$ cat src/lane_sequencer_cfg.svh
//////////////////////////////////////////////////////////////////////
// Lane sequencer configuration
//////////////////////////////////////////////////////////////////////

`ifndef LANE_SEQUENCER_CFG_SVH
`define LANE_SEQUENCER_CFG_SVH

// Number of lanes, must be a power of two
`define LANE_SEQ_NR_LANES 4

// Instruction IDs that can be in flight at once
`define LANE_SEQ_NR_VINSN 8

// Vector length and start element width
`define LANE_SEQ_VLEN_W 16

// Register index and opcode widths
`define LANE_SEQ_VREG_W 5
`define LANE_SEQ_OP_W 6

// Register that holds the mask
`define LANE_SEQ_VMASK 0

`endif
$ cat src/verilog/lane_seq_pkg.sv
//////////////////////////////////////////////////////////////////////
// Lane sequencer types
//////////////////////////////////////////////////////////////////////

`default_nettype none

`include "lane_sequencer_cfg.svh"

package lane_seq_pkg;

  typedef logic [$clog2(`LANE_SEQ_NR_LANES)-1:0] lane_idx_t;
  typedef logic [$clog2(`LANE_SEQ_NR_VINSN)-1:0] vid_t;
  typedef logic [`LANE_SEQ_NR_VINSN-1:0]         vinsn_mask_t;
  typedef logic [`LANE_SEQ_VLEN_W-1:0]           vlen_t;
  typedef logic [`LANE_SEQ_VREG_W-1:0]           vreg_t;
  typedef logic [`LANE_SEQ_OP_W-1:0]             op_t;

  typedef enum logic [1:0] {EW8, EW16, EW32, EW64} sew_e;
  typedef enum logic {VFU_ALU, VFU_MFPU} vfu_e;
  typedef enum logic [1:0] {H_VS1, H_VS2, H_VD, H_VM} hazard_e;

  // Operand queues of the two units, the mask queue is shared
  typedef enum logic [2:0] {ALU_A, ALU_B, MFPU_A, MFPU_B, MFPU_C, MASK_M} opqueue_e;

  typedef logic [int'(MASK_M):0] queue_mask_t;

  // Request broadcast by the main sequencer
  typedef struct packed {
    vid_t  id;
    op_t   op;
    vfu_e  vfu;
    logic  vm;
    vreg_t vs1;
    vreg_t vs2;
    vreg_t vd;
    logic  use_vs1;
    logic  use_vs2;
    logic  use_vd_op;
    logic  swap_vs2_vd_op;
    sew_e  vsew;
    vlen_t vl;
    vlen_t vstart;
  } pe_req_t;

  // Operation for the lane's functional unit, with the lane share of vl
  typedef struct packed {
    vid_t  id;
    op_t   op;
    vfu_e  vfu;
    logic  vm;
    vreg_t vd;
    sew_e  vsew;
    vlen_t vl;
    vlen_t vstart;
  } vfu_operation_t;

  typedef struct packed {
    vid_t    id;
    vreg_t   vs;
    sew_e    eew;
    vlen_t   vl;
    vlen_t   vstart;
    hazard_e hazard;
  } opreq_cmd_t;

  typedef opreq_cmd_t [int'(MASK_M):0] opreq_cmd_array_t;

endpackage

`default_nettype wire

$ cat src/verilog/lane_sequencer.sv
//////////////////////////////////////////////////////////////////////
// Per-lane instruction sequencer
//////////////////////////////////////////////////////////////////////

`default_nettype none

module lane_sequencer (
  input  logic                           clk_i,
  input  logic                           rst_ni,
  input  lane_seq_pkg::lane_idx_t        lane_id_i,
  // Main sequencer side
  input  lane_seq_pkg::pe_req_t          pe_req_i,
  input  logic                           pe_req_valid_i,
  output logic                           pe_req_ready_o,
  input  lane_seq_pkg::vinsn_mask_t      pe_vinsn_running_i,
  output lane_seq_pkg::vinsn_mask_t      vinsn_done_o,
  // Operand requester side
  output lane_seq_pkg::opreq_cmd_array_t operand_request_o,
  output lane_seq_pkg::queue_mask_t      operand_request_valid_o,
  input  lane_seq_pkg::queue_mask_t      operand_request_ready_i,
  // Functional units
  output lane_seq_pkg::vfu_operation_t   vfu_operation_o,
  output logic                           vfu_operation_valid_o,
  input  lane_seq_pkg::vinsn_mask_t      alu_vinsn_done_i,
  input  lane_seq_pkg::vinsn_mask_t      mfpu_vinsn_done_i,
  output logic                           alu_vinsn_done_o,
  output logic                           mfpu_vinsn_done_o
);

  lane_seq_pkg::pe_req_t          req;
  logic                           req_valid;
  logic                           req_ready;
  lane_seq_pkg::opreq_cmd_array_t cand_cmd;
  lane_seq_pkg::queue_mask_t      cand_push;
  lane_seq_pkg::queue_mask_t      push;
  lane_seq_pkg::vfu_operation_t   cand_op;
  logic                           muted;

  lane_req_intake i_intake (
    .clk_i         (clk_i),
    .rst_ni        (rst_ni),
    .pe_req_i      (pe_req_i),
    .pe_req_valid_i(pe_req_valid_i),
    .pe_req_ready_o(pe_req_ready_o),
    .req_o         (req),
    .req_valid_o   (req_valid),
    .req_ready_i   (req_ready)
  );

  lane_cmd_builder i_builder (
    .lane_id_i(lane_id_i),
    .req_i    (req),
    .cmd_o    (cand_cmd),
    .push_o   (cand_push),
    .vfu_op_o (cand_op),
    .muted_o  (muted)
  );

  lane_issue_ctrl i_issue (
    .clk_i                (clk_i),
    .rst_ni               (rst_ni),
    .req_i                (req),
    .req_valid_i          (req_valid),
    .req_ready_o          (req_ready),
    .queue_valid_i        (operand_request_valid_o),
    .push_i               (cand_push),
    .push_o               (push),
    .vfu_op_i             (cand_op),
    .muted_i              (muted),
    .vfu_operation_o      (vfu_operation_o),
    .vfu_operation_valid_o(vfu_operation_valid_o),
    .pe_vinsn_running_i   (pe_vinsn_running_i),
    .alu_vinsn_done_i     (alu_vinsn_done_i),
    .mfpu_vinsn_done_i    (mfpu_vinsn_done_i),
    .vinsn_done_o         (vinsn_done_o),
    .alu_vinsn_done_o     (alu_vinsn_done_o),
    .mfpu_vinsn_done_o    (mfpu_vinsn_done_o)
  );

  operand_cmd_regs i_cmd_regs (
    .clk_i  (clk_i),
    .rst_ni (rst_ni),
    .cmd_i  (cand_cmd),
    .push_i (push),
    .ready_i(operand_request_ready_i),
    .cmd_o  (operand_request_o),
    .valid_o(operand_request_valid_o)
  );

endmodule

`default_nettype wire

$ cat src/verilog/operand_cmd_regs.sv
//////////////////////////////////////////////////////////////////////
// Operand request registers
//////////////////////////////////////////////////////////////////////

`default_nettype none

module operand_cmd_regs (
  input  logic                           clk_i,
  input  logic                           rst_ni,
  input  lane_seq_pkg::opreq_cmd_array_t cmd_i,
  input  lane_seq_pkg::queue_mask_t      push_i,
  input  lane_seq_pkg::queue_mask_t      ready_i,
  output lane_seq_pkg::opreq_cmd_array_t cmd_o,
  output lane_seq_pkg::queue_mask_t      valid_o
);

  lane_seq_pkg::queue_mask_t valid_d;

  // A new command replaces the one being taken in the same cycle
  always_comb begin
    for (int q = 0; q <= int'(lane_seq_pkg::MASK_M); q++) begin
      if (push_i[q]) begin
        valid_d[q] = 1'b1;
      end else if (ready_i[q]) begin
        valid_d[q] = 1'b0;
      end else begin
        valid_d[q] = valid_o[q];
      end
    end
  end

  always_ff @(posedge clk_i or negedge rst_ni) begin
    if (!rst_ni) begin
      valid_o <= '0;
    end else begin
      valid_o <= valid_d;
    end
  end

  // Each queue has its own holding register
  always_ff @(posedge clk_i) begin
    for (int q = 0; q <= int'(lane_seq_pkg::MASK_M); q++) begin
      if (push_i[q]) begin
        cmd_o[q] <= cmd_i[q];
      end
    end
  end

endmodule

`default_nettype wire

$ cat src/verilog/lane_issue_ctrl.sv
//////////////////////////////////////////////////////////////////////
// Lane issue control
//////////////////////////////////////////////////////////////////////

`default_nettype none

module lane_issue_ctrl (
  input  logic                         clk_i,
  input  logic                         rst_ni,
  input  lane_seq_pkg::pe_req_t        req_i,
  input  logic                         req_valid_i,
  output logic                         req_ready_o,
  input  lane_seq_pkg::queue_mask_t    queue_valid_i,
  input  lane_seq_pkg::queue_mask_t    push_i,
  output lane_seq_pkg::queue_mask_t    push_o,
  input  lane_seq_pkg::vfu_operation_t vfu_op_i,
  input  logic                         muted_i,
  output lane_seq_pkg::vfu_operation_t vfu_operation_o,
  output logic                         vfu_operation_valid_o,
  input  lane_seq_pkg::vinsn_mask_t    pe_vinsn_running_i,
  input  lane_seq_pkg::vinsn_mask_t    alu_vinsn_done_i,
  input  lane_seq_pkg::vinsn_mask_t    mfpu_vinsn_done_i,
  output lane_seq_pkg::vinsn_mask_t    vinsn_done_o,
  output logic                         alu_vinsn_done_o,
  output logic                         mfpu_vinsn_done_o
);

  lane_seq_pkg::queue_mask_t unit_queues;
  lane_seq_pkg::vinsn_mask_t running_d, running_q;
  lane_seq_pkg::vinsn_mask_t done_d;
  logic                      issue;

  // Queues the request's unit reads from
  always_comb begin
    unit_queues                       = '0;
    unit_queues[lane_seq_pkg::MASK_M] = 1'b1;
    if (req_i.vfu == lane_seq_pkg::VFU_ALU) begin
      unit_queues[lane_seq_pkg::ALU_A] = 1'b1;
      unit_queues[lane_seq_pkg::ALU_B] = 1'b1;
    end else begin
      unit_queues[lane_seq_pkg::MFPU_A] = 1'b1;
      unit_queues[lane_seq_pkg::MFPU_B] = 1'b1;
      unit_queues[lane_seq_pkg::MFPU_C] = 1'b1;
    end
  end

  // A pending operand request blocks the whole unit
  assign req_ready_o = !(|(queue_valid_i & unit_queues));

  always_comb begin
    running_d = running_q & pe_vinsn_running_i;
    done_d    = alu_vinsn_done_i | mfpu_vinsn_done_i;
    push_o    = '0;

    // A request whose ID still runs is consumed and dropped
    issue = req_valid_i && req_ready_o && !running_d[req_i.id];

    if (issue) begin
      if (muted_i) begin
        // Nothing to do in this lane, report it done right away
        done_d[req_i.id] = 1'b1;
      end else begin
        running_d[req_i.id] = 1'b1;
        push_o              = push_i;
      end
    end
  end

  always_ff @(posedge clk_i or negedge rst_ni) begin
    if (!rst_ni) begin
      running_q             <= '0;
      vinsn_done_o          <= '0;
      vfu_operation_valid_o <= 1'b0;
      alu_vinsn_done_o      <= 1'b0;
      mfpu_vinsn_done_o     <= 1'b0;
    end else begin
      running_q             <= running_d;
      vinsn_done_o          <= done_d;
      vfu_operation_valid_o <= issue && !muted_i;
      alu_vinsn_done_o      <= |alu_vinsn_done_i;
      mfpu_vinsn_done_o     <= |mfpu_vinsn_done_i;
    end
  end

  always_ff @(posedge clk_i) begin
    if (issue && !muted_i) begin
      vfu_operation_o <= vfu_op_i;
    end
  end

endmodule

`default_nettype wire

$ cat src/verilog/lane_cmd_builder.sv
//////////////////////////////////////////////////////////////////////
// Lane command builder
//////////////////////////////////////////////////////////////////////

`default_nettype none

`include "lane_sequencer_cfg.svh"

module lane_cmd_builder (
  input  lane_seq_pkg::lane_idx_t        lane_id_i,
  input  lane_seq_pkg::pe_req_t          req_i,
  output lane_seq_pkg::opreq_cmd_array_t cmd_o,
  output lane_seq_pkg::queue_mask_t      push_o,
  output lane_seq_pkg::vfu_operation_t   vfu_op_o,
  output logic                           muted_o
);

  localparam int unsigned LANE_W = $clog2(`LANE_SEQ_NR_LANES);

  lane_seq_pkg::vlen_t lane_vl;
  lane_seq_pkg::vlen_t lane_vstart;
  logic [3:0]          mask_shift;
  lane_seq_pkg::vlen_t mask_low;
  lane_seq_pkg::vlen_t mask_vl;

  // Elements are spread round robin, so the first lanes take one extra
  // element when the count does not divide evenly
  function automatic lane_seq_pkg::vlen_t lane_share(input lane_seq_pkg::vlen_t total,
                                                     input lane_seq_pkg::lane_idx_t lane);
    lane_seq_pkg::vlen_t share;
    share = total >> LANE_W;
    if (lane < total[LANE_W-1:0]) begin
      share = share + lane_seq_pkg::vlen_t'(1);
    end
    return share;
  endfunction

  assign lane_vl     = lane_share(req_i.vl, lane_id_i);
  assign lane_vstart = lane_share(req_i.vstart, lane_id_i);
  assign muted_o     = (lane_vl == '0);

  // One mask word covers 8 * NR_LANES * 2^vsew elements, rounded up
  assign mask_shift = 4'(3 + LANE_W) + 4'(req_i.vsew);
  assign mask_low   = req_i.vl & ((lane_seq_pkg::vlen_t'(1) << mask_shift) -
                                  lane_seq_pkg::vlen_t'(1));
  assign mask_vl    = (req_i.vl >> mask_shift) +
                      ((mask_low != '0) ? lane_seq_pkg::vlen_t'(1) : lane_seq_pkg::vlen_t'(0));

  always_comb begin
    vfu_op_o.id     = req_i.id;
    vfu_op_o.op     = req_i.op;
    vfu_op_o.vfu    = req_i.vfu;
    vfu_op_o.vm     = req_i.vm;
    vfu_op_o.vd     = req_i.vd;
    vfu_op_o.vsew   = req_i.vsew;
    vfu_op_o.vl     = lane_vl;
    vfu_op_o.vstart = lane_vstart;
  end

  //////////////////////////////////////////////////////////////////////
  // Operand request commands
  //////////////////////////////////////////////////////////////////////

  always_comb begin
    for (int q = 0; q <= int'(lane_seq_pkg::MASK_M); q++) begin
      cmd_o[q].id     = req_i.id;
      cmd_o[q].eew    = req_i.vsew;
      cmd_o[q].vl     = lane_vl;
      cmd_o[q].vstart = lane_vstart;
    end

    cmd_o[lane_seq_pkg::ALU_A].vs      = req_i.vs1;
    cmd_o[lane_seq_pkg::ALU_A].hazard  = lane_seq_pkg::H_VS1;
    cmd_o[lane_seq_pkg::ALU_B].vs      = req_i.vs2;
    cmd_o[lane_seq_pkg::ALU_B].hazard  = lane_seq_pkg::H_VS2;
    cmd_o[lane_seq_pkg::MFPU_A].vs     = req_i.vs1;
    cmd_o[lane_seq_pkg::MFPU_A].hazard = lane_seq_pkg::H_VS1;

    // Fused multiply-add forms can ask for vd on the B port and vs2 on C
    cmd_o[lane_seq_pkg::MFPU_B].vs     = req_i.swap_vs2_vd_op ? req_i.vd : req_i.vs2;
    cmd_o[lane_seq_pkg::MFPU_B].hazard = req_i.swap_vs2_vd_op ? lane_seq_pkg::H_VD :
                                                                lane_seq_pkg::H_VS2;
    cmd_o[lane_seq_pkg::MFPU_C].vs     = req_i.swap_vs2_vd_op ? req_i.vs2 : req_i.vd;
    cmd_o[lane_seq_pkg::MFPU_C].hazard = req_i.swap_vs2_vd_op ? lane_seq_pkg::H_VS2 :
                                                                lane_seq_pkg::H_VD;

    cmd_o[lane_seq_pkg::MASK_M].vs     = lane_seq_pkg::vreg_t'(`LANE_SEQ_VMASK);
    cmd_o[lane_seq_pkg::MASK_M].hazard = lane_seq_pkg::H_VM;
    cmd_o[lane_seq_pkg::MASK_M].vl     = mask_vl;

    push_o                       = '0;
    push_o[lane_seq_pkg::MASK_M] = !req_i.vm;
    if (req_i.vfu == lane_seq_pkg::VFU_ALU) begin
      push_o[lane_seq_pkg::ALU_A] = req_i.use_vs1;
      push_o[lane_seq_pkg::ALU_B] = req_i.use_vs2;
    end else begin
      push_o[lane_seq_pkg::MFPU_A] = req_i.use_vs1;
      push_o[lane_seq_pkg::MFPU_B] = req_i.swap_vs2_vd_op ? req_i.use_vd_op : req_i.use_vs2;
      push_o[lane_seq_pkg::MFPU_C] = req_i.swap_vs2_vd_op ? req_i.use_vs2 : req_i.use_vd_op;
    end
  end

endmodule

`default_nettype wire

$ cat src/verilog/lane_req_intake.sv
//////////////////////////////////////////////////////////////////////
// Lane request intake
//////////////////////////////////////////////////////////////////////

`default_nettype none

module lane_req_intake (
  input  logic                  clk_i,
  input  logic                  rst_ni,
  input  lane_seq_pkg::pe_req_t pe_req_i,
  input  logic                  pe_req_valid_i,
  output logic                  pe_req_ready_o,
  output lane_seq_pkg::pe_req_t req_o,
  output logic                  req_valid_o,
  input  logic                  req_ready_i
);

  lane_seq_pkg::pe_req_t req_q;
  logic                  full_d, full_q;

  // Broadcast filter state
  lane_seq_pkg::vid_t last_id_d, last_id_q;
  logic               filter_d, filter_q;

  logic valid_msk;
  logic accept;

  // The main sequencer keeps the valid high until every lane took the request,
  // so a broadcast of the ID we already took must not be taken again
  assign valid_msk = pe_req_valid_i && !(filter_q && (pe_req_i.id == last_id_q));

  assign pe_req_ready_o = !full_q;
  assign accept         = valid_msk && pe_req_ready_o;

  // An empty register lets the request fall through in the same cycle
  assign req_o       = full_q ? req_q : pe_req_i;
  assign req_valid_o = full_q || valid_msk;

  always_comb begin
    full_d    = full_q;
    last_id_d = last_id_q;
    filter_d  = filter_q;

    if (full_q && req_ready_i) begin
      full_d = 1'b0;
    end else if (accept && !req_ready_i) begin
      full_d = 1'b1;
    end

    if (accept) begin
      last_id_d = pe_req_i.id;
      filter_d  = 1'b1;
    end

    // A drop of the valid ends the broadcast
    if (!pe_req_valid_i) begin
      filter_d = 1'b0;
    end
  end

  always_ff @(posedge clk_i or negedge rst_ni) begin
    if (!rst_ni) begin
      full_q    <= 1'b0;
      last_id_q <= '0;
      filter_q  <= 1'b0;
    end else begin
      full_q    <= full_d;
      last_id_q <= last_id_d;
      filter_q  <= filter_d;
    end
  end

  always_ff @(posedge clk_i) begin
    if (accept && !req_ready_i) begin
      req_q <= pe_req_i;
    end
  end

endmodule

`default_nettype wire

$ cat config.mk
export PLATFORM = sky130hd
export DESIGN_NAME = lane_sequencer
export DESIGN_NICKNAME = d
export VERILOG_FILES = /design/src/verilog/lane_seq_pkg.sv /design/src/verilog/lane_sequencer.sv /design/src/verilog/operand_cmd_regs.sv /design/src/verilog/lane_issue_ctrl.sv /design/src/verilog/lane_cmd_builder.sv /design/src/verilog/lane_req_intake.sv
export VERILOG_INCLUDE_DIRS = /design/src
export SDC_FILE = /design/constraint.sdc
export NUM_CORES = 1
export LEC_CHECK = 0
export BUFFER_PORTS_ARGS = -buffer_cell sky130_fd_sc_hd__buf_2
export CAP_MARGIN = 10
export CELL_PAD_IN_SITES_DETAIL_PLACEMENT = 1
export CELL_PAD_IN_SITES_GLOBAL_PLACEMENT = 1
export CORE_UTILIZATION = 38
export DETAILED_ROUTE_END_ITERATION = 12
export GPL_TIMING_DRIVEN = 0
export PLACE_DENSITY = 0.75
export SYNTH_ARGS = -nofsm -noshare
export SYNTH_HDL_FRONTEND = slang
export SYNTH_SLANG_ARGS = --single-unit
export TNS_END_PERCENT = 10
$ cat constraint.sdc
create_clock -name clk_i -period 6.8 [get_ports clk_i]
set_clock_uncertainty 0.05 [all_clocks]
set_input_delay 1.02 -clock clk_i [delete_from_list [all_inputs] [get_ports clk_i]]
set_output_delay 1.02 -clock clk_i [all_outputs]
set_load 0.05 [all_outputs]
==> run metrics, run 1 <==
status finished clean; Max-cap violations 0; pre-CTS setup slack 1.38 ns; Critical Path RT 6.97 ns; PortBufs 400; Final Hold Fails 0; area post-placement 0.0181 sq mm; CP peak stage delay 0.74 ns; CP Launch Type flip-flop; global placement routability congestion 0.841; Min Clock Period, post-route between 5 and 6 ns; Arr. time, crit path 5.56 ns; hold buffers post-CTS 0; Main synth FF type edfxtp_1; DRT Wirelength approximately 44 mm; Max VDD drop approximately 190 uV; final setup margin 1.42 ns; CP most frequent cell buf_6; Final #Nets 1,481; Netlist Area Pre-Place 0.0149 sq mm; asr flop ratio synth 7.94%; max frequency 186 MHz; num ports approximately 430; sequential element share of the synthesized area 75.0%; Fill cells 3,933; Final setup viols 0; layout cells sized above 1 42.3%; Clock Tree Buf Depth 3; footprint of the multi-input gates 0.00341 sq mm; post-route cell area 0.0194 sq mm; top cell type's share of synthesized area 70.0%; Yosys top cell by area edfxtp_1; drt pass-1 iters 5; First DRT Iteration DRCs 560; Die Ht 200 um; pin count of the biggest net entering global routing 31; Synthesis Warnings 0; Gate Count Post-Synth 886; Lkg Pwr approximately 0.0075 uW; P per Cell Area about 530 mW/mm^2; CTS clock-pin slew for the worst setup and hold paths roughly 0.060 ns; xor and xnor area share after synthesis 2.64%; Slowest-stage cell, CP a21oi_4; Post-Synth Simple-Gate Area 6.61%; antenna violations before repair 8; fin util 50.1%; Synth area leaders edfxtp_1 70%, dfrtp_1 5.0%, mux2i_1 3.0%; crit-path max FO 24; post-synthesis area per instance 16.8 sq um; Post-Synth Adder-Cell Area 0.671%; global-route wire length before repair 65.6 mm; GRT overflow 0; Avg WL per Cell 23.1 um; Worst Tran Pin Value between 0.9 and 1 ns; vias in the first global route ~10,000; Hold/Removal Path Class flip-flop to flip-flop; FF/Latch Area 0.0112 sq mm; Initial Util between 30 and 40%; slew margin rel. 39.3%; Post-CTS Setup Bufs 0; setup_tns 0 ns; Row Count 72; routed vias/inst 5.02; Post-synth EDFFs 348; core area 0.0387 sq mm; RSZ-0062 raised after global routing false; max-slew violations 0; largest family of logic cells by synthesized area multiplexers; Critical Path End Type flip-flop; Synth top cells by count 348 x edfxtp_1, 54 x nor2_1, 45 x mux2i_1, 44 x nand2_1, 39 x mux2_2; GR Util All Layers 21.8%; synthesized flop and latch total approximately 380; post_cts resized 0; Layout area overhead 30.1%; proportion of synthesized area in mux cells under 10%; Worst-Skew Late Latency ~0.54 ns; clk sink count 378; # H-tree levels 2; clock tree from TritonCTS built; final period utilization 79.1%; post-synth cell types 77; CP cell instances buf_6 > buf_8 > buf_12 > buf_8 > buf_6 > buf_6 > mux2i_1 > ha_1 > o2bb2ai_1 > and4_4 > mux2i_1 > nor3_4 > buf_4 > a21oi_4 > buf_12; post-synthesis compound-gate area fraction 4.86%; via count roughly 9,700; CTS root buffer clkbuf_16; Crit Path Category flip-flop to flip-flop; Die ar. 0.0401 sq mm; antenna-violating nets left 0; DP HPWL 32.8 mm; drc violations 0; Horiz. Die Dim 200 um; total CTS buffers 40; count leader, synth edfxtp_1
-- cell usage in the layout, fill, tap and decap left out, drive strengths merged, types with 18 or more instances in the layout --
cell and count:
inv 24, a21oi 24, buf 469, clkbuf 53, nand3 18, dfrtp 30, conb 30, nor2 54
edfxtp 348, mux2i 51, mux2 41, nand2 44, xnor2 32
-- metrics by stage --
stage | power (uW) | hold slack, ns | cells
4_1_cts | 10400 | 0.457 | 1922
3_5_place_dp | 8200 | 0.449 | 1850
3_3_place_gp | 7970 | 0.430 | 1832
5_1_grt | 10700 | 0.493 | 1928
2_1_floorplan | 6790 | 0.414 | 914
6_report | 10300 | 0.457 | 1928
-- per-layer routing --
layer / vias up / global-route usage (%) / part of all wire [%]
met4: 2 / 7.09 / 2.3
met3: 62 / 4.25 / 5.7
li1: 4342 / - / -
met5: - / 0 / 0.020
met2: 367 / 37.5 / 50
met1: 4901 / 27.7 / 42
-- worst paths after layout --
| check | start | to | cells after the start | slack [ns] |
|---|---|---|---|---|
| max | i_intake.full_q | i_cmd_regs.cmd_o[181] | 15 | 1.42 |
| min | i_intake.filter_q | i_intake.filter_q | 1 | 0.46 |
| max reg2reg | i_intake.full_q | i_cmd_regs.cmd_o[181] | 15 | 1.42 |
| min reg2reg | i_intake.filter_q | i_intake.filter_q | 1 | 0.46 |
| max in group asynchronous | rst_ni | i_cmd_regs.valid_o[0] | 1 | 5.74 |
| min in group asynchronous | rst_ni | i_issue.vinsn_done_o[2] | 1 | 0.49 |
-- state kept, by name, summed over array words and instances (netlist names) --
name and flops:
i_cmd_regs.cmd_o 236, i_intake.req_q 64, i_issue.vfu_operation_o 48, i_issue.running_q 8, i_issue.vinsn_done_o 8, i_cmd_regs.valid_o 6, i_intake.last_id_q 3, i_intake.filter_q 1
i_intake.full_q 1, i_issue.alu_vinsn_done_o 1, i_issue.mfpu_vinsn_done_o 1, i_issue.vfu_operation_valid_o 1
-- worst max-delay path, delay by kind of cell (launching register included) --
family	cells	cell delay [ns]
compound gates	2	1.33
fa+ha+maj	1	0.29
buf+inv	8	1.57
flops	1	0.34
mux	2	0.87
simple gates	2	0.57
-- cell families (layout without fill, tap and decap cells) --
kind of cell / count (synthesis) / in the layout
AO/OA/AOI/OAI: 97 / 97
AND/OR/NAND/NOR: 190 / 190
adder cells (fa/ha/maj): 8 / 8
flip-flops: 378 / 378
multiplexers: 92 / 92
XOR/XNOR: 45 / 45
buffers and inverters: 74 / 564
other: 2 / 36
-- area by class of cell --
type,count,area share (%)
clock inverters,22,1.27
flip-flops and latches,378,57.7
plain buffers,54,2.22
repair buffers,418,12.0
multi-input cells,462,17.6
inverters,20,0.386
well taps,518,3.34
diodes,6,0.0773
clock buffers,50,5.46
-- where the power goes --
group          switching, uW  internal (uW)
sequential               189           3530
clock                    888           1300
combinational           3320           1080
Note: power is estimated with default switching activity, not from simulation.
==> run 2, diff against run 1 <==
--- a/config.mk
+++ b/config.mk
@@ -10,10 +10,10 @@
 export CAP_MARGIN = 10
 export CELL_PAD_IN_SITES_DETAIL_PLACEMENT = 1
 export CELL_PAD_IN_SITES_GLOBAL_PLACEMENT = 1
-export CORE_UTILIZATION = 38
+export CORE_UTILIZATION = 42
 export DETAILED_ROUTE_END_ITERATION = 12
 export GPL_TIMING_DRIVEN = 0
-export PLACE_DENSITY = 0.75
+export PLACE_DENSITY = 0.79
 export SYNTH_ARGS = -nofsm -noshare
 export SYNTH_HDL_FRONTEND = slang
 export SYNTH_SLANG_ARGS = --single-unit
==> constraint.sdc (replaced) <==
create_clock -name clk_i -period 5.17 [get_ports clk_i]
set_clock_uncertainty 0.05 [all_clocks]
set_input_delay 0.7755 -clock clk_i [delete_from_list [all_inputs] [get_ports clk_i]]
set_output_delay 0.7755 -clock clk_i [all_outputs]
set_load 0.05 [all_outputs]
==> run metrics, run 2 (synthesized netlist as in run 1, its figures left out) <==
Final Hold Fails 0 (unchanged); DRT Wirelength 47.4 mm (+6.5%); Arr. time, crit path 5.09 ns (-0.47 ns); drt pass-1 iters 4 (-1); Max-cap violations 0 (unchanged); GRT overflow 0 (unchanged); Final setup viols 0 (unchanged); status finished clean; GR Util All Layers 25.5% (+3.7 points); Critical Path RT 5.34 ns (-1.63 ns); Critical Path End Type flip-flop; CP most frequent cell buf_6; Avg WL per Cell 25.3 um (+9.8%); Max VDD drop 445 uV (+140%); drc violations 0 (unchanged); commonest non-fill, non-tap cell in the layout buf_2; max reg flops 236 (unchanged); most frequent cells in the layout 406 x buf_2, 348 x edfxtp_1, 54 x nor2_1, 44 x nand2_1, 43 x mux2i_1; antenna-violating nets left 0 (unchanged); CP peak stage delay 0.65 ns (-0.09 ns); Buf+Inv Stages, Crit Path 8 (unchanged); pin count of the biggest net entering global routing 31 (unchanged); Worst Tran Pin Value 0.959 ns (+0.0504 ns); delay-heaviest family, CP buffers and inverters; number of instances in the placed design 1,783 (-3.6%); PortBufs 400 (unchanged); layout cells sized above 1 42.3% (about the same); max-slew violations 0 (unchanged); RSZ-0062 raised after global routing false; Lkg Pwr 0.00754 uW (+0.17%); Clock Tree Buf Depth 3 (unchanged); antenna violations before repair 16 (+8); CP Launch Type flip-flop; Die Ht 191 um (-4.8%); slew margin rel. 35.9% (-3.4 points); global placement routability congestion 0.821 (-2.4%); max frequency 203 MHz (+9.3%); CP cell instances buf_6 > buf_8 > buf_12 > buf_8 > buf_6 > buf_6 > mux2i_1 > ha_1 > o2bb2ai_2 > and4_4 > mux2i_2 > nor3_4 > buf_4 > a21oi_4 > buf_12; Hold/Removal Path Class primary input to async pin; Die ar. 0.0363 sq mm (-9.4%); global-route wire length before repair 67.5 mm (+2.8%); non-filler instance count after layout 1,870 (-3.0%); post-route cell area 0.0194 sq mm (about the same); total CTS buffers 40 (unchanged); First DRT Iteration DRCs 632 (+13%); Layout area overhead 30.1% (about the same); # H-tree levels 2 (unchanged); DP HPWL 34.1 mm (+4.0%); CTS root buffer clkbuf_16; overall power 13,700 uW (+33%); routed vias/inst 5.33 (+6.3%); Crit Path Category flip-flop to flip-flop; num ports 431 (unchanged); Final #Nets 1,480 (-0.068%); Row Count 68 (-5.6%); vias in the first global route 10,300 (+2.4%); biggest regs i_cmd_regs.cmd_o (236), i_intake.req_q (64), i_issue.vfu_operation_o (48); core area 0.0348 sq mm (-10%); final setup margin 0.246 ns (-1.17 ns); area post-placement 0.0180 sq mm (-0.45%); Horiz. Die Dim 191 um (-4.8%); Slowest-stage cell, CP a21oi_4; Most flops, register i_cmd_regs.cmd_o; P per Cell Area 705 mW/mm^2 (+33%); CTS clock-pin slew for the worst setup and hold paths 0.06 ns (about the same); clock tree from TritonCTS built; Worst-Skew Late Latency 0.54 ns (about the same); clk sink count 378 (unchanged); Min Clock Period, post-route 4.92 ns (-0.458 ns); final period utilization 95.2% (+16 points); crit-path max FO 19 (-21%); Hold Slack 0.249 ns (-0.208 ns); Initial Util 42.9% (+4.4 points); pre-CTS setup slack -0.266 ns (-1.64 ns); via count 9,974 (+3.1%)
[run 2: cell types whose count changed in the layout (fill, tap and decap cells not counted), sizes merged]
cell and change:
diode +6, clkinv +5, buf -3, inv -3, a21oi +2, clkbuf -1, clkinvlp -1
[run 2: per-stage QoR]
stage | setup TNS (ns) | utilization, %
final | 0 | 55.8
after global routing | 0 | 55.8
after CTS | 0 | 55.7
after detailed placement | -12.52 | 51.8
after global placement | -1029.72 | 50.6
after floorplan | -121.20 | -
[run 2: report_power, final]
part / internal [uW] / switching, uW / leakage (uW)
Clock: 1730 / 1170 / 0.000641
Combinational: 1420 / 4450 / 0.00334
Sequential: 4640 / 276 / 0.00356
Total: 7790 / 5900 / 0.00754
[run 2: area by class of cell]
type	instances	area (sq um)
diodes	12	30.0
plain buffers	54	433
flip-flops and latches	378	11200
repair buffers	415	2340
multi-input cells	464	3460
well taps	455	569
clock inverters	23	244
inverters	20	75.1
clock buffers	49	1080
fillers	3452	15400
[run 2: path summary, 6_finish.rpt]
path | depth (start not counted) | slack (ns) | from | to
min in group clk_i | 1 | 0.37 | pe_req_i[60] | i_intake.req_q[60]
max in group asynchronous | 1 | 4.33 | rst_ni | i_intake.filter_q
worst min-delay path | 1 | 0.25 | rst_ni | i_issue.vinsn_done_o[6]
worst max register to register | 15 | 0.25 | i_intake.full_q | i_cmd_regs.cmd_o[255]
worst min register to register | 1 | 0.45 | i_intake.filter_q | i_intake.filter_q
worst max-delay path | 15 | 0.25 | i_intake.full_q | i_cmd_regs.cmd_o[255]
[run 2: metal layers]
layer,wire length (um),vias to the layer above,share of wire (%),GRT usage (%)
met3,2780,95,5.9,5.12
met4,1490,8,3.1,9.97
met1,18300,5100,39,30.1
met5,52,-,0.11,0
li1,-,4347,-,-
met2,24700,424,52,45.7
[run 2: worst register-to-register path, stage by stage, from the launching register on]
cell and delay [ns]:
dfrtp_1 0.34, buf_6 0.15, buf_8 0.18, buf_12 0.15, buf_8 0.16, buf_6 0.20
buf_6 0.21, mux2i_1 0.30, ha_1 0.31, o2bb2ai_2 0.39, and4_4 0.35, mux2i_2 0.44
nor3_4 0.15, buf_4 0.28, a21oi_4 0.66, buf_12 0.28
[run 2: what timing repair did]
| item | CTS | global route |
|---|---|---|
| cloned | 2 | 0 |
| hold buffers | 0 | 0 |
| resized for setup | 1 | 6 |
| buffers inserted | 0 | 1 |
| hold endpoints to repair | 0 | 0 |
| setup endpoints to repair | 138 | 156 |
| pin swaps | 2 | 1 |
==> run 3, diff against run 2 <==
--- a/config.mk
+++ b/config.mk
@@ -8,13 +8,12 @@
 export LEC_CHECK = 0
 export BUFFER_PORTS_ARGS = -buffer_cell sky130_fd_sc_hd__buf_2
 export CAP_MARGIN = 10
-export CELL_PAD_IN_SITES_DETAIL_PLACEMENT = 1
-export CELL_PAD_IN_SITES_GLOBAL_PLACEMENT = 1
-export CORE_UTILIZATION = 42
+export CORE_UTILIZATION = 45
 export DETAILED_ROUTE_END_ITERATION = 12
 export GPL_TIMING_DRIVEN = 0
-export PLACE_DENSITY = 0.79
+export PLACE_DENSITY = 0.69
 export SYNTH_ARGS = -nofsm -noshare
 export SYNTH_HDL_FRONTEND = slang
+export SYNTH_HIERARCHICAL = 1
 export SYNTH_SLANG_ARGS = --single-unit
 export TNS_END_PERCENT = 10
==> run metrics, run 3 <==
Final setup viols 0 (unchanged); First DRT Iteration DRCs 485 (-23%); CP Launch Type flip-flop; number of instances in the placed design 2,088 (+17%); Row Count 71 (+4.4%); DRT met1 WL 16.7 mm (-9.0%); Final Hold Fails 0 (unchanged); count leader, synth edfxtp_1; Die ar. 0.0392 sq mm (+8.0%); post-synthesis compound-gate area fraction 2.86% (-2.0 points); final setup margin 0.308 ns (+0.0614 ns); Lkg Pwr 0.00901 uW (+20%); Synth top cells by count 378 x edfxtp_1, 264 x buf_4, 80 x mux2_2, 39 x nand2_1, 30 x dfrtp_1; RSZ-0062 raised after global routing false; top cell type's share of synthesized area 65.7% (-4.3 points); crit-path max FO 12 (-7); drc violations 0 (unchanged); Post-synth EDFFs 378 (+8.6%); P_int 9040 uW (+16%); Worst-Skew Late Latency 0.56 ns (+0.02 ns); proportion of synthesized area in mux cells 6.17% (-0.58 points); P per Cell Area 688 mW/mm^2 (-2.4%); Avg WL per Cell 18.5 um (-27%); fin util 58.4% (+2.5 points); biggest regs i_cmd_regs/cmd_o (264), i_intake/req_q (64), i_issue/vfu_operation_o (50); Most flops, register i_cmd_regs/cmd_o; post-synth cell types 63 (-18%); xor and xnor area share after synthesis 2.03% (-0.61 points); post-synthesis area per instance 15.9 sq um (-5.8%); Die Ht 198 um (+3.9%); Horiz. Die Dim 198 um (+3.9%); post-route cell area 0.0220 sq mm (+13%); clock tree from TritonCTS built; Hold/Removal Path Class primary input to async pin; Worst Tran Pin Value 0.887 ns (-0.0713 ns); DRT Wirelength 40.2 mm (-15%); Yosys top cell by area edfxtp_1; Post-Synth Adder-Cell Area 0.579% (-0.091 points); Arr. time, crit path 5.06 ns (-0.03 ns); sequential element share of the synthesized area 70.0% (-5.0 points); setup_tns 0 ns (unchanged); max-slew violations 0 (unchanged); synthesized flop and latch total 408 (+7.9%); Logic pwr share 46.5% (+3.7 points); final period utilization 94.0% (-1.2 points); Critical Path RT 5.37 ns (+0.03 ns); area post-placement 0.0207 sq mm (+15%); CTS clock-pin slew for the worst setup and hold paths 0.06 ns (about the same); Gate Count Post-Synth 1,089 (+23%); vias in the first global route 10,100 (-1.9%); antenna violations before repair 7 (-9); GRT overflow 0 (unchanged); Critical Path End Type flip-flop; met3 wire length 2.81 mm (+1.2%); slew margin rel. 40.9% (+5.0 points); routed vias/inst 4.68 (-12%); GR Util All Layers 20.4% (-5.1 points); clk sink count 408 (+7.9%); status finished clean; Post-Synth Simple-Gate Area 5.39% (-1.2 points); global-route wire length before repair 59.5 mm (-12%); via count 10,100 (+1.7%); drt pass-1 iters 5 (+1); pin count of the biggest net entering global routing 31 (unchanged); met2 WL 19.7 mm (-20%); global placement routability congestion 0.813 (-0.98%); Clock Tree Buf Depth 3 (unchanged); top layer in use met5; P_sw 6130 uW (+3.8%); Max-cap violations 0 (unchanged); pre-CTS setup slack -0.00535 ns (+0.260 ns); Crit Path Category flip-flop to flip-flop; Initial Util 45.8% (+2.9 points); most frequent cells in the layout 444 x buf_2, 378 x edfxtp_1, 266 x buf_4, 80 x mux2_2, 43 x clkbuf_16; Synth area leaders edfxtp_1 66%, buf_4 11%, mux2_2 5.2%; largest family of logic cells by synthesized area buffers and inverters; crit path from i_intake/full_q; Netlist Area Pre-Place 0.0173 sq mm (+16%); max reg flops 264 (+12%); Max VDD drop 409 uV (-8.2%); non-filler instance count after layout 2,168 (+16%); antenna-violating nets left 0 (unchanged); commonest non-fill, non-tap cell in the layout buf_2; layout cells sized above 1 55.2% (+13 points); Clk pwr share 18.9% (-2.3 points); PortBufs 430 (+7.5%); core area 0.0378 sq mm (+8.5%); Main synth FF type edfxtp_1; Final #Nets 1,730 (+17%); CTS root buffer clkbuf_16; Flop pwr share 34.6% (-1.3 points); max frequency 206 MHz (+1.3%); asr flop ratio synth 7.35% (-0.58 points); Critical R2R Launch i_intake/full_q; num ports 431 (unchanged); DP HPWL 29.9 mm (-12%); Synthesis Warnings 6 (+6); Sw Share 40.4% (-2.7 points); Min Clock Period, post-route 4.86 ns (-0.0614 ns); Layout area overhead 27.5%; hold buffers post-CTS 0 (unchanged); total CTS buffers 42 (+5.0%); # H-tree levels 2 (unchanged)
run 3: cell types whose count changed after synthesis, moves of 8 or more:
cell | before | now
a31oi_1 | 8 | 0
a21oi_1 | 24 | 7
nor2_1 | 54 | 26
mux2_2 | 39 | 80
a21o_1 | 1 | 9
inv_1 | 18 | 26
mux2i_1 | 45 | 12
buf_4 | 34 | 264
edfxtp_1 | 348 | 378
run 3: cell type report:
class | count | area, sq um
Tap cell | 511 | 639
Clock inverter | 19 | 145
Inverter | 27 | 101
Antenna cell | 6 | 15.0
Clock buffer | 53 | 1130
Multi-Input combinational cell | 393 | 3140
Buffer | 289 | 2130
Sequential cell | 408 | 12100
Timing Repair Buffer | 462 | 2630
Fill cell | 2982 | 15700
run 3: per-stage QoR:
stage	power, uW	hold slack [ns]
after floorplan	10500	0.396
after global placement	12100	0.421
after detailed placement	12400	0.426
after CTS	15300	0.215
after global routing	15800	0.247
final	15200	0.213
run 3: cells by family after synthesis:
logic type               after synthesis
flip-flops                           408
buffers and inverters                316
AND/OR/NAND/NOR                      161
multiplexers                          94
AO/OA/AOI/OAI                         60
XOR/XNOR                              40
adder cells (fa/ha/maj)                8
other                                  2
run 3: power groups by stage:
stage / Clock, uW / Sequential (uW) / Combinational, uW
after floorplan: 0 / 7750 / 2760
after global placement: 0 / 5480 / 6580
after detailed placement: 0 / 5330 / 7080
after CTS: 2930 / 5270 / 7100
after global routing: 3050 / 5330 / 7450
final: 2870 / 5250 / 7050
run 3: path summary, 6_finish.rpt:
kind / to / slack (ns) / cells past startpoint
worst max-delay path: i_cmd_regs/cmd_o[188] / 0.31 / 15
worst min-delay path: i_issue/running_q[0] / 0.21 / 1
worst max register to register: i_cmd_regs/cmd_o[188] / 0.31 / 15
worst min register to register: i_issue/running_q[3] / 0.45 / 2
max in group asynchronous: i_cmd_regs/valid_o[5] / 4.42 / 1
min in group clk_i: i_intake/req_q[38] / 0.36 / 1
run 3: repair_timing:
item,CTS,global route
setup buffers,0,2
pin swaps,0,1
setup endpoints to repair,32,11
gates resized for setup,1,0
run 3: critical path: stages (launching register included):
cell	delay (ns)
dfrtp_1	0.36
buf_6	0.16
buf_2	0.29
mux2_2	0.22
inv_1	0.04
ha_1	0.19
nand4b_1	0.28
a2111oi_0	0.58
xnor2_1	0.35
a221o_1	0.22
a2111oi_2	0.07
clkbuf_2	0.32
nor4_4	0.80
buf_8	0.24
buf_8	0.16
buf_6	0.19
run 3: metal layers:
metal	up-vias	track usage [%]
met3	61	5.50
met2	372	33.8
met5	-	0
li1	4763	-
met4	4	6.86
met1	4947	25.9
